### src/hdl/wbxbc_consts.svh
`ifndef WBXBC_CONSTS_SVH
`define WBXBC_CONSTS_SVH

// arbiter size
//--------------------
`define WBXBC_ITR_CNT      4     // initiators sharing the target

// bus widths
//--------------------
`define WBXBC_ADR_WIDTH    16    // address bus
`define WBXBC_DAT_WIDTH    16    // read and write data buses
`define WBXBC_SEL_WIDTH    2     // byte selects, one per data byte

// tag widths
//--------------------
`define WBXBC_TGA_WIDTH    1     // address tags, prio bit not included
`define WBXBC_TGC_WIDTH    1     // cycle tags
`define WBXBC_TGRD_WIDTH   1     // read data tags
`define WBXBC_TGWD_WIDTH   1     // write data tags

`endif

### src/hdl/wbxbc_pkg.sv
`include "wbxbc_consts.svh"

package wbxbc_pkg;

   // initiator bookkeeping
   //--------------------
   typedef logic [$clog2(`WBXBC_ITR_CNT)-1:0] itr_idx_t;  // initiator index
   typedef logic [`WBXBC_ITR_CNT-1:0]         itr_vec_t;  // one bit per initiator

   // arbiter FSM
   typedef enum logic
   {
      ARB_IDLE,                                    // no owner, waiting for cyc
      ARB_BUSY                                     // bus granted to owner
   } arb_state_e;

   // initiator to target
   //--------------------
   typedef struct packed
   {
      logic                          cyc;          // bus cycle indicator
      logic                          stb;          // access request
      logic                          we;           // write enable
      logic                          lock;         // uninterruptable cycle
      logic [`WBXBC_SEL_WIDTH-1:0]   sel;          // byte selects
      logic [`WBXBC_ADR_WIDTH-1:0]   adr;          // address
      logic [`WBXBC_DAT_WIDTH-1:0]   dat;          // write data
      logic [`WBXBC_TGA_WIDTH-1:0]   tga;          // address tags
      logic [`WBXBC_TGC_WIDTH-1:0]   tgc;          // cycle tags
      logic [`WBXBC_TGWD_WIDTH-1:0]  tgd;          // write data tags
   } wb_req_t;

   // request as seen at an initiator port, prio tag on top
   typedef struct packed
   {
      wb_req_t                       req;          // fields that reach the target
      logic                          prio;         // priority address tag
   } wb_itr_req_t;

   // target to initiator
   //--------------------
   typedef struct packed
   {
      logic                          ack;          // normal termination
      logic                          err;          // error termination
      logic                          rty;          // retry termination
      logic                          stall;        // pipeline back-pressure
      logic [`WBXBC_DAT_WIDTH-1:0]   dat;          // read data
      logic [`WBXBC_TGRD_WIDTH-1:0]  tgd;          // read data tags
   } wb_rsp_t;

endpackage

### src/hdl/wbxbc_prio_select.sv
`timescale 1ns/1ps
`include "wbxbc_consts.svh"

module wbxbc_prio_select
(
   // request vectors
   //--------------------
   input  wbxbc_pkg::itr_vec_t  cyc_i,         // cyc of every initiator
   input  wbxbc_pkg::itr_vec_t  prio_i,        // prio tag of every initiator

   // selection
   //--------------------
   output wbxbc_pkg::itr_idx_t  cand_o,        // initiator that would win now
   output logic                 cand_vld_o     // some initiator wants the bus
);

   import wbxbc_pkg::*;

   itr_vec_t  hi_req;                          // requests carrying prio
   itr_vec_t  pick_vec;                        // class that gets looked at

   // scan from the top so the lowest set bit is kept last
   function automatic itr_idx_t lowest_idx(input itr_vec_t vec);
      itr_idx_t idx;
      idx = '0;                                // default if vec is empty
      for (int i = `WBXBC_ITR_CNT-1; i >= 0; i--)
      begin
         if (vec[i])
         begin
            idx = itr_idx_t'(i);               // lower index overwrites
         end
      end
      return idx;
   endfunction

   // class choice
   //--------------------
   assign hi_req   = cyc_i & prio_i;           // high class members
   assign pick_vec = (|hi_req) ? hi_req        // high class first
                               : cyc_i;        // else all requesters

   // candidate
   //--------------------
   assign cand_o     = lowest_idx(pick_vec);   // lowest index in the class
   assign cand_vld_o = |cyc_i;                 // any cyc raised

endmodule

### src/hdl/wbxbc_grant_ctrl.sv
`timescale 1ns/1ps
`include "wbxbc_consts.svh"

module wbxbc_grant_ctrl
(
   // clock and reset
   //--------------------
   input  logic                 clk_i,         // bus clock
   input  logic                 reset_i,       // sync reset, active high

   // candidate from prio select
   //--------------------
   input  wbxbc_pkg::itr_idx_t  cand_i,        // proposed owner
   input  logic                 cand_vld_i,    // proposal is real

   // initiator levels
   //--------------------
   input  wbxbc_pkg::itr_vec_t  cyc_i,         // cyc of every initiator
   input  wbxbc_pkg::itr_vec_t  lock_i,        // lock of every initiator

   // grant
   //--------------------
   output wbxbc_pkg::itr_idx_t  owner_o,       // registered owner index
   output logic                 busy_o         // owner is valid
);

   import wbxbc_pkg::*;

   arb_state_e  state_q;                       // current FSM state
   arb_state_e  state_d;                       // next FSM state
   itr_idx_t    owner_q;                       // current owner
   itr_idx_t    owner_d;                       // next owner
   logic        owner_cyc;                     // owner still in a cycle
   logic        owner_lock;                    // owner holds the bus over gaps

   // owner levels
   //--------------------
   assign owner_cyc  = cyc_i[owner_q];         // pick out owner's cyc
   assign owner_lock = lock_i[owner_q];        // pick out owner's lock

   // next state
   //--------------------
   always_comb
   begin
      state_d = state_q;                       // hold by default
      owner_d = owner_q;
      case (state_q)
         ARB_IDLE:
         begin
            if (cand_vld_i)
            begin
               state_d = ARB_BUSY;             // grant on first request
               owner_d = cand_i;               // winner of prio select
            end
         end
         ARB_BUSY:
         begin
            if (!owner_cyc && !owner_lock)
            begin
               state_d = ARB_IDLE;             // owner let go of the bus
            end
         end
         default:
         begin
            state_d = ARB_IDLE;                // recover from bad encoding
         end
      endcase
   end

   // state registers
   //--------------------
   always_ff @(posedge clk_i)
   begin
      if (reset_i)
      begin
         state_q <= ARB_IDLE;                  // nobody owns the bus
         owner_q <= '0;
      end
      else
      begin
         state_q <= state_d;
         owner_q <= owner_d;
      end
   end

   // outputs
   //--------------------
   assign owner_o = owner_q;                   // straight from the register
   assign busy_o  = (state_q == ARB_BUSY);     // grant is active

endmodule

### src/hdl/wbxbc_bus_mux.sv
`timescale 1ns/1ps
`include "wbxbc_consts.svh"

module wbxbc_bus_mux
(
   // initiator side
   //--------------------
   input  wbxbc_pkg::wb_itr_req_t  itr_req_i [`WBXBC_ITR_CNT],  // requests in
   output wbxbc_pkg::wb_rsp_t      itr_rsp_o [`WBXBC_ITR_CNT],  // responses out

   // target side
   //--------------------
   output wbxbc_pkg::wb_req_t      tgt_req_o,  // request to target
   input  wbxbc_pkg::wb_rsp_t      tgt_rsp_i,  // response from target

   // grant
   //--------------------
   input  wbxbc_pkg::itr_idx_t     owner_i,    // current owner
   input  logic                    busy_i      // owner is valid
);

   import wbxbc_pkg::*;

   // request mux
   //--------------------
   always_comb
   begin
      tgt_req_o = itr_req_i[owner_i].req;      // owner's fields, prio dropped
      if (!busy_i)
      begin
         tgt_req_o.cyc = 1'b0;                 // no cycle without a grant
         tgt_req_o.stb = 1'b0;                 // no strobe without a grant
      end
   end

   // response demux
   //--------------------
   always_comb
   begin
      for (int i = 0; i < `WBXBC_ITR_CNT; i++)
      begin
         if (busy_i && (owner_i == itr_idx_t'(i)))
         begin
            itr_rsp_o[i].ack   = tgt_rsp_i.ack;    // owner sees terminations
            itr_rsp_o[i].err   = tgt_rsp_i.err;
            itr_rsp_o[i].rty   = tgt_rsp_i.rty;
            itr_rsp_o[i].stall = tgt_rsp_i.stall;  // target back-pressure
         end
         else
         begin
            itr_rsp_o[i].ack   = 1'b0;             // nothing for a waiter
            itr_rsp_o[i].err   = 1'b0;
            itr_rsp_o[i].rty   = 1'b0;
            itr_rsp_o[i].stall = 1'b1;             // hold off its strobes
         end

         // read data is only looked at together with ack
         itr_rsp_o[i].dat = tgt_rsp_i.dat;         // broadcast read data
         itr_rsp_o[i].tgd = tgt_rsp_i.tgd;         // broadcast read tag
      end
   end

endmodule

### src/hdl/wbxbc_arbiter.sv
`timescale 1ns/1ps
`include "wbxbc_consts.svh"

module wbxbc_arbiter
(
   // clock and reset
   //--------------------
   input  logic                    clk_i,      // bus clock
   input  logic                    reset_i,    // sync reset, active high

   // initiator side
   //--------------------
   input  wbxbc_pkg::wb_itr_req_t  itr_req_i [`WBXBC_ITR_CNT],  // requests in
   output wbxbc_pkg::wb_rsp_t      itr_rsp_o [`WBXBC_ITR_CNT],  // responses out

   // target side
   //--------------------
   output wbxbc_pkg::wb_req_t      tgt_req_o,  // shared target request
   input  wbxbc_pkg::wb_rsp_t      tgt_rsp_i   // shared target response
);

   import wbxbc_pkg::*;

   itr_vec_t  cyc_vec;                         // cyc per initiator
   itr_vec_t  prio_vec;                        // prio tag per initiator
   itr_vec_t  lock_vec;                        // lock per initiator
   itr_idx_t  cand;                            // prio select result
   logic      cand_vld;                        // some cyc is high
   itr_idx_t  owner;                           // registered owner
   logic      busy;                            // grant active

   // level vectors
   //--------------------
   always_comb
   begin
      for (int i = 0; i < `WBXBC_ITR_CNT; i++)
      begin
         cyc_vec[i]  = itr_req_i[i].req.cyc;   // request indicator
         prio_vec[i] = itr_req_i[i].prio;      // priority class
         lock_vec[i] = itr_req_i[i].req.lock;  // keep through cyc gaps
      end
   end

   // arbitration
   //--------------------
   wbxbc_prio_select u_prio_select
   (
      .cyc_i      (cyc_vec),
      .prio_i     (prio_vec),
      .cand_o     (cand),
      .cand_vld_o (cand_vld)
   );

   wbxbc_grant_ctrl u_grant_ctrl
   (
      .clk_i      (clk_i),
      .reset_i    (reset_i),
      .cand_i     (cand),
      .cand_vld_i (cand_vld),
      .cyc_i      (cyc_vec),
      .lock_i     (lock_vec),
      .owner_o    (owner),
      .busy_o     (busy)
   );

   // bus routing
   //--------------------
   wbxbc_bus_mux u_bus_mux
   (
      .itr_req_i  (itr_req_i),
      .itr_rsp_o  (itr_rsp_o),
      .tgt_req_o  (tgt_req_o),
      .tgt_rsp_i  (tgt_rsp_i),
      .owner_i    (owner),
      .busy_i     (busy)
   );

endmodule

### config.mk
export PLATFORM = sky130hd
export DESIGN_NAME = wbxbc_arbiter
export DESIGN_NICKNAME = d
export VERILOG_FILES = /design/src/hdl/wbxbc_pkg.sv /design/src/hdl/wbxbc_prio_select.sv /design/src/hdl/wbxbc_grant_ctrl.sv /design/src/hdl/wbxbc_bus_mux.sv /design/src/hdl/wbxbc_arbiter.sv
export VERILOG_INCLUDE_DIRS = /design/src /design/src/hdl
export SDC_FILE = /design/constraint.sdc
export NUM_CORES = 1
export LEC_CHECK = 0
export ABC_CLOCK_PERIOD_IN_PS = 4100
export BUFFER_PORTS_ARGS = -buffer_cell sky130_fd_sc_hd__buf_4
export CAP_MARGIN = 20
export CORE_AREA = 10 10 116 118
export DETAILED_ROUTE_END_ITERATION = 10
export DIE_AREA = 0 0 126 128
export GPL_TIMING_DRIVEN = 0
export PLACE_DENSITY = 0.58
export REMOVE_ABC_BUFFERS = 1
export SYNTH_ARGS = -nofsm -noshare
export SYNTH_HDL_FRONTEND = slang
export SYNTH_SLANG_ARGS = --single-unit
### constraint.sdc
create_clock -name clk_i -period 4.1 [get_ports clk_i]
set_clock_uncertainty 0.05 [all_clocks]
set_input_delay 0.82 -clock clk_i [delete_from_list [all_inputs] [get_ports clk_i]]
set_output_delay 0.82 -clock clk_i [all_outputs]
set_load 0.05 [all_outputs]
== Word-level counts from Yosys, hierarchy flattened ==
Cells that the tools add are included.
Operators by class
  reductions and logical operators: 11
  $lt $le $gt $ge: 2
  bitwise logic cells: 3
  multiplexer cells: 20
  equal/unequal tests: 3
Operators by type and width (count)
  binary-select mux 42 bit (select 2 bit): 1
  two-way mux 42 bit: 2
  two-way mux 4 bit: 5
  two-way mux 2 bit: 5
  OR reduction 4 bit: 2
  logical AND 1 bit: 5
  AND 4 bit: 1
  binary-select mux 1 bit (select 2 bit): 2
  equality test 2 bit, second input constant: 2
  two-way mux 1 bit: 4
  greater-or-equal comparator 3 bit, second input constant: 1
  less-than comparator 2 x 3 -> 1 bit, second input constant: 1
  inverter 2 -> 3 bit: 1
  equality test 2 x 1 -> 1 bit, second input constant: 1
  zero test 1 bit: 2
  zero test 2 bit: 1
  case mux 1 bit (2 select lines): 1
  AND reduction 2 bit: 1
  inverter 1 bit: 1
Storage, ports and cells
  output and inout port bits: 125
  flip-flop bits (word level): 3
  logic and storage cells: 41
  input port bits: 191

== Logic depth before layout (Yosys ltp) ==
  depth after elaboration: 7
  mapped depth: 5
  gate-level depth less buffers: 4

== Hierarchy ==
A second synthesis with hierarchy kept.
Second synthesis, totals
  cell total of the unflattened synthesis: 180
  area, all modules: 1945.6 µm²
Modules (own cells, without submodules)
  wbxbc_bus_mux: area an instance 1676.6 µm², seq. area each 0.0 µm², cells an instance 147, times used 1
  wbxbc_grant_ctrl: area an instance 147.6 µm², seq. area each 60.1 µm², cells an instance 15, times used 1
  wbxbc_prio_select: area an instance 121.4 µm², seq. area each 0.0 µm², cells an instance 18, times used 1

== Worst setup path before layout ==
OpenSTA, ideal clock, no wires.
  path kind: input to output
  from: in tgt_rsp_i[18] (netlist name)
  to: out itr_rsp_o[81] (netlist name)
  setup slack: 1272 ps
  data required time: 3230 ps
  arrival: 1958 ps
  path buffers: 0
  cell stages on the path: 2
  cells stage by stage: nand2_1 -> nor3_1
RTL lines
  start, declared: RTL line wbxbc_arbiter.sv:19  | input wbxbc_pkg::wb_rsp_t tgt_rsp_i
  end, declared: RTL line wbxbc_arbiter.sv:14  | output wbxbc_pkg::wb_rsp_t itr_rsp_o [`WBXBC_ITR_CNT],

==> results_dict.tcl <==
set metrics [dict create \
    place_ws_ps 1316 \
    use_met1_pct 12.85 \
    irDropWorstVdd_uv 111.6 \
    die_area_um2 16130 \
    drtIter0Drc 66 \
    grt_busiest_layer "met2" \
    arrival_ps 2130 \
    clock.fmax_ghz 0.3334 \
    die_width_um 126 \
    htree_levels 1 \
    clock_latency_ps 220 \
    drcViolationCount 0 \
    final_nets 514 \
    async_flop_share_pct 0 \
    yosysMostFrequentCell "buf_4" \
    numCtsBuffers 3 \
    final.fill_count 1178 \
    grt_pass1_wl_mm 15.02 \
    grt_usage_pct 11.62 \
    tightest_slew_ps 877.1 \
    ys_warn_count 0 \
    crit_start "u_grant_ctrl.owner_o[1]" \
    max-slew-margin-rel_pct 41.53 \
    io_buffers 230 \
    worst_slack_ps 1100 \
    period_minus_slack_ps 3000 \
    io_pins 316 \
    syn_to_final_growth_pct 79.82 \
    layout-drive-gt1-share_pct 86.02 \
    via_count 2066 \
    routed_wl_mm 10.36 \
    end_kind "primary output" \
    status "complete, no violations" \
    place_congestion 0.8364 \
    fin_crit_sh_pct 73.16 \
    netlist_top_cells_area "mux4_2, buf_4, dfxtp_1, nor2_1, buf_2" \
    crit_required_ps 3230 \
    p_clk_share_pct 19.2 \
    drtAntennaViolNets 0 \
    antennaDiodeCount 0 \
    ys_seq_area_share_pct 3.340 \
    drtPass1Iterations 5 \
    grt_antenna_before_repair 0 \
    start_util_pct 16.02 \
    synthCells 168 \
    p_seq_share_pct 8.0 \
    ctsResizeCount 0 \
    grt_max_degree 53 \
    grt_pass1_vias 2484 \
    clockBufferDepth 2 \
    cts_hold_buf 0 \
    hold_class "register to register" \
    r2r_start "u_grant_ctrl.owner_o[0]" \
    cap_violations 0 \
    core_area_um2 11220 \
    clk_pin_slew_ps 30 \
    p_int_mw 0.4333 \
    worst_hold_startpoint "u_grant_ctrl.busy_o" \
    synth-edff-count 0 \
    swShare_pct 45.68 \
    synth_common_cells "buf_4, mux4_2, nor2_1, buf_2, nand2_1" \
    hold_viol 0 \
    final-setup-viol-count 0 \
    syn_avg_cell_area_um2 10.70 \
    rsz0062_at_grt "no" \
    p_sw_mw 0.3643 \
    p_leak_nw 1.480 \
    report.final.slew_viol_count 0 \
    finalPower_mw 0.7976 \
    cts.sinks 3 \
    path_class "register to primary output" \
    combPwrFrac_pct 72.8 \
    overflow 0 \
    syn-cell-area_um2 1798 \
    synthFlopType "dfxtp_1" \
    cts_root_buffer "clkbuf_16" \
    die_y_um 128 \
    cts_tree "yes" \
    ys_types 23 \
    avgRoutedWirePerCell_um 22.28 \
    worstSetupStartpointType "register" \
    met2_usage_pct 16.64 \
    routed_via_density 4.443 \
    critical_path_peak_fanout 27 \
    synth_top_area_share_pct 51.36 \
    postCtsSetupBuffers 0 \
    ys_ff_latch 3 \
    yosys.area.top_type "mux4_2" \
    use_met3_pct 9.926 \
    powerDensity_nw_per_um2 246.7 \
    rows 39 \
]
## cell families after synthesis
| group | share of synthesized area, % |
|---|---|
| muxes | 51.36 |
| buffers and inverters | 32.36 |
| DFF | 3.340 |
| AOI/OAI and AO/OA | 4.245 |
| and+or+nand+nor | 8.698 |
## state kept, by name, summed over array words and instances (netlist names)
| register | count |
|---|---|
| u_grant_ctrl.owner_o | 2 |
| u_grant_ctrl.busy_o | 1 |
## layout by cell type (no fill, tap or decap), drive strengths merged
cell / instances
a222oi: 2
nand2: 6
and3b: 1
o21a: 1
and2: 2
a22o: 2
o21ai: 3
nand2b: 2
nand3b: 2
a221oi: 1
a21boi: 1
clkbuf: 4
nor4: 1
buf: 231
nand3: 1
nor3: 3
nor2b: 1
mux4: 41
dfxtp: 3
nor2: 14
## layer usage
metal  wire length (um)  part of all wire [%]  vias up
li1                   -                     -      885
met1               3883                    37      949
met2               4363                    42      224
met3               2015                    19        6
met4                 59                  0.57        2
met5                 38                  0.37        -
## power groups by stage
stage	logic, mW	clock network (mW)	registers [mW]
CTS	0.586	0.156	0.0658
global route	0.608	0.158	0.0697
floorplan	0.338	0	0.0607
detailed placement	0.585	0	0.0662
global placement	0.576	0	0.0720
finish	0.580	0.153	0.0637
## final cells by class
cell class / instances / area [um^2] / share of cell area, %
Clock buffer: 4 / 78.83 / 2.438
Sequential cell: 3 / 65.06 / 2.012
Tap cell: 143 / 178.9 / 5.534
Multi-Input combinational cell: 84 / 1156 / 35.76
Timing Repair Buffer: 231 / 1754 / 54.26
## worst paths after layout
kind | slack (ps) | depth (start not counted) | end
setup / recovery | 1100 | 4 | tgt_req_o[40]
hold / removal | 640 | 3 | u_grant_ctrl.busy_o
setup reg to reg | 2080 | 4 | u_grant_ctrl.busy_o
hold reg to reg | 640 | 3 | u_grant_ctrl.busy_o
## critical path, cell delays in order, from the launching register on
cell and delay [ps]:
dfxtp_2 750, buf_16 260, mux4_2 530, and2_1 170
buf_4 180
## through the flow
| stage | hold WS [ps] | instances | area (um^2) | setup TNS [ps] | utilization [%] |
|---|---|---|---|---|---|
| 6_report | 640.3 | 465 | 3233 | 0 | 28.81 |
| 5_1_grt | 701.8 | 465 | 3233 | 0 | 28.81 |
| 4_1_cts | 668.4 | 465 | 3233 | 0 | 28.81 |
| 3_5_place_dp | 661.2 | 461 | 3154 | 0 | 28.10 |
| 3_3_place_gp | 663.8 | 460 | 3122 | -6081 | 27.81 |
| 2_1_floorplan | 545.9 | 87 | 1216 | 0 | - |
(Power assumes the default switching activity.)
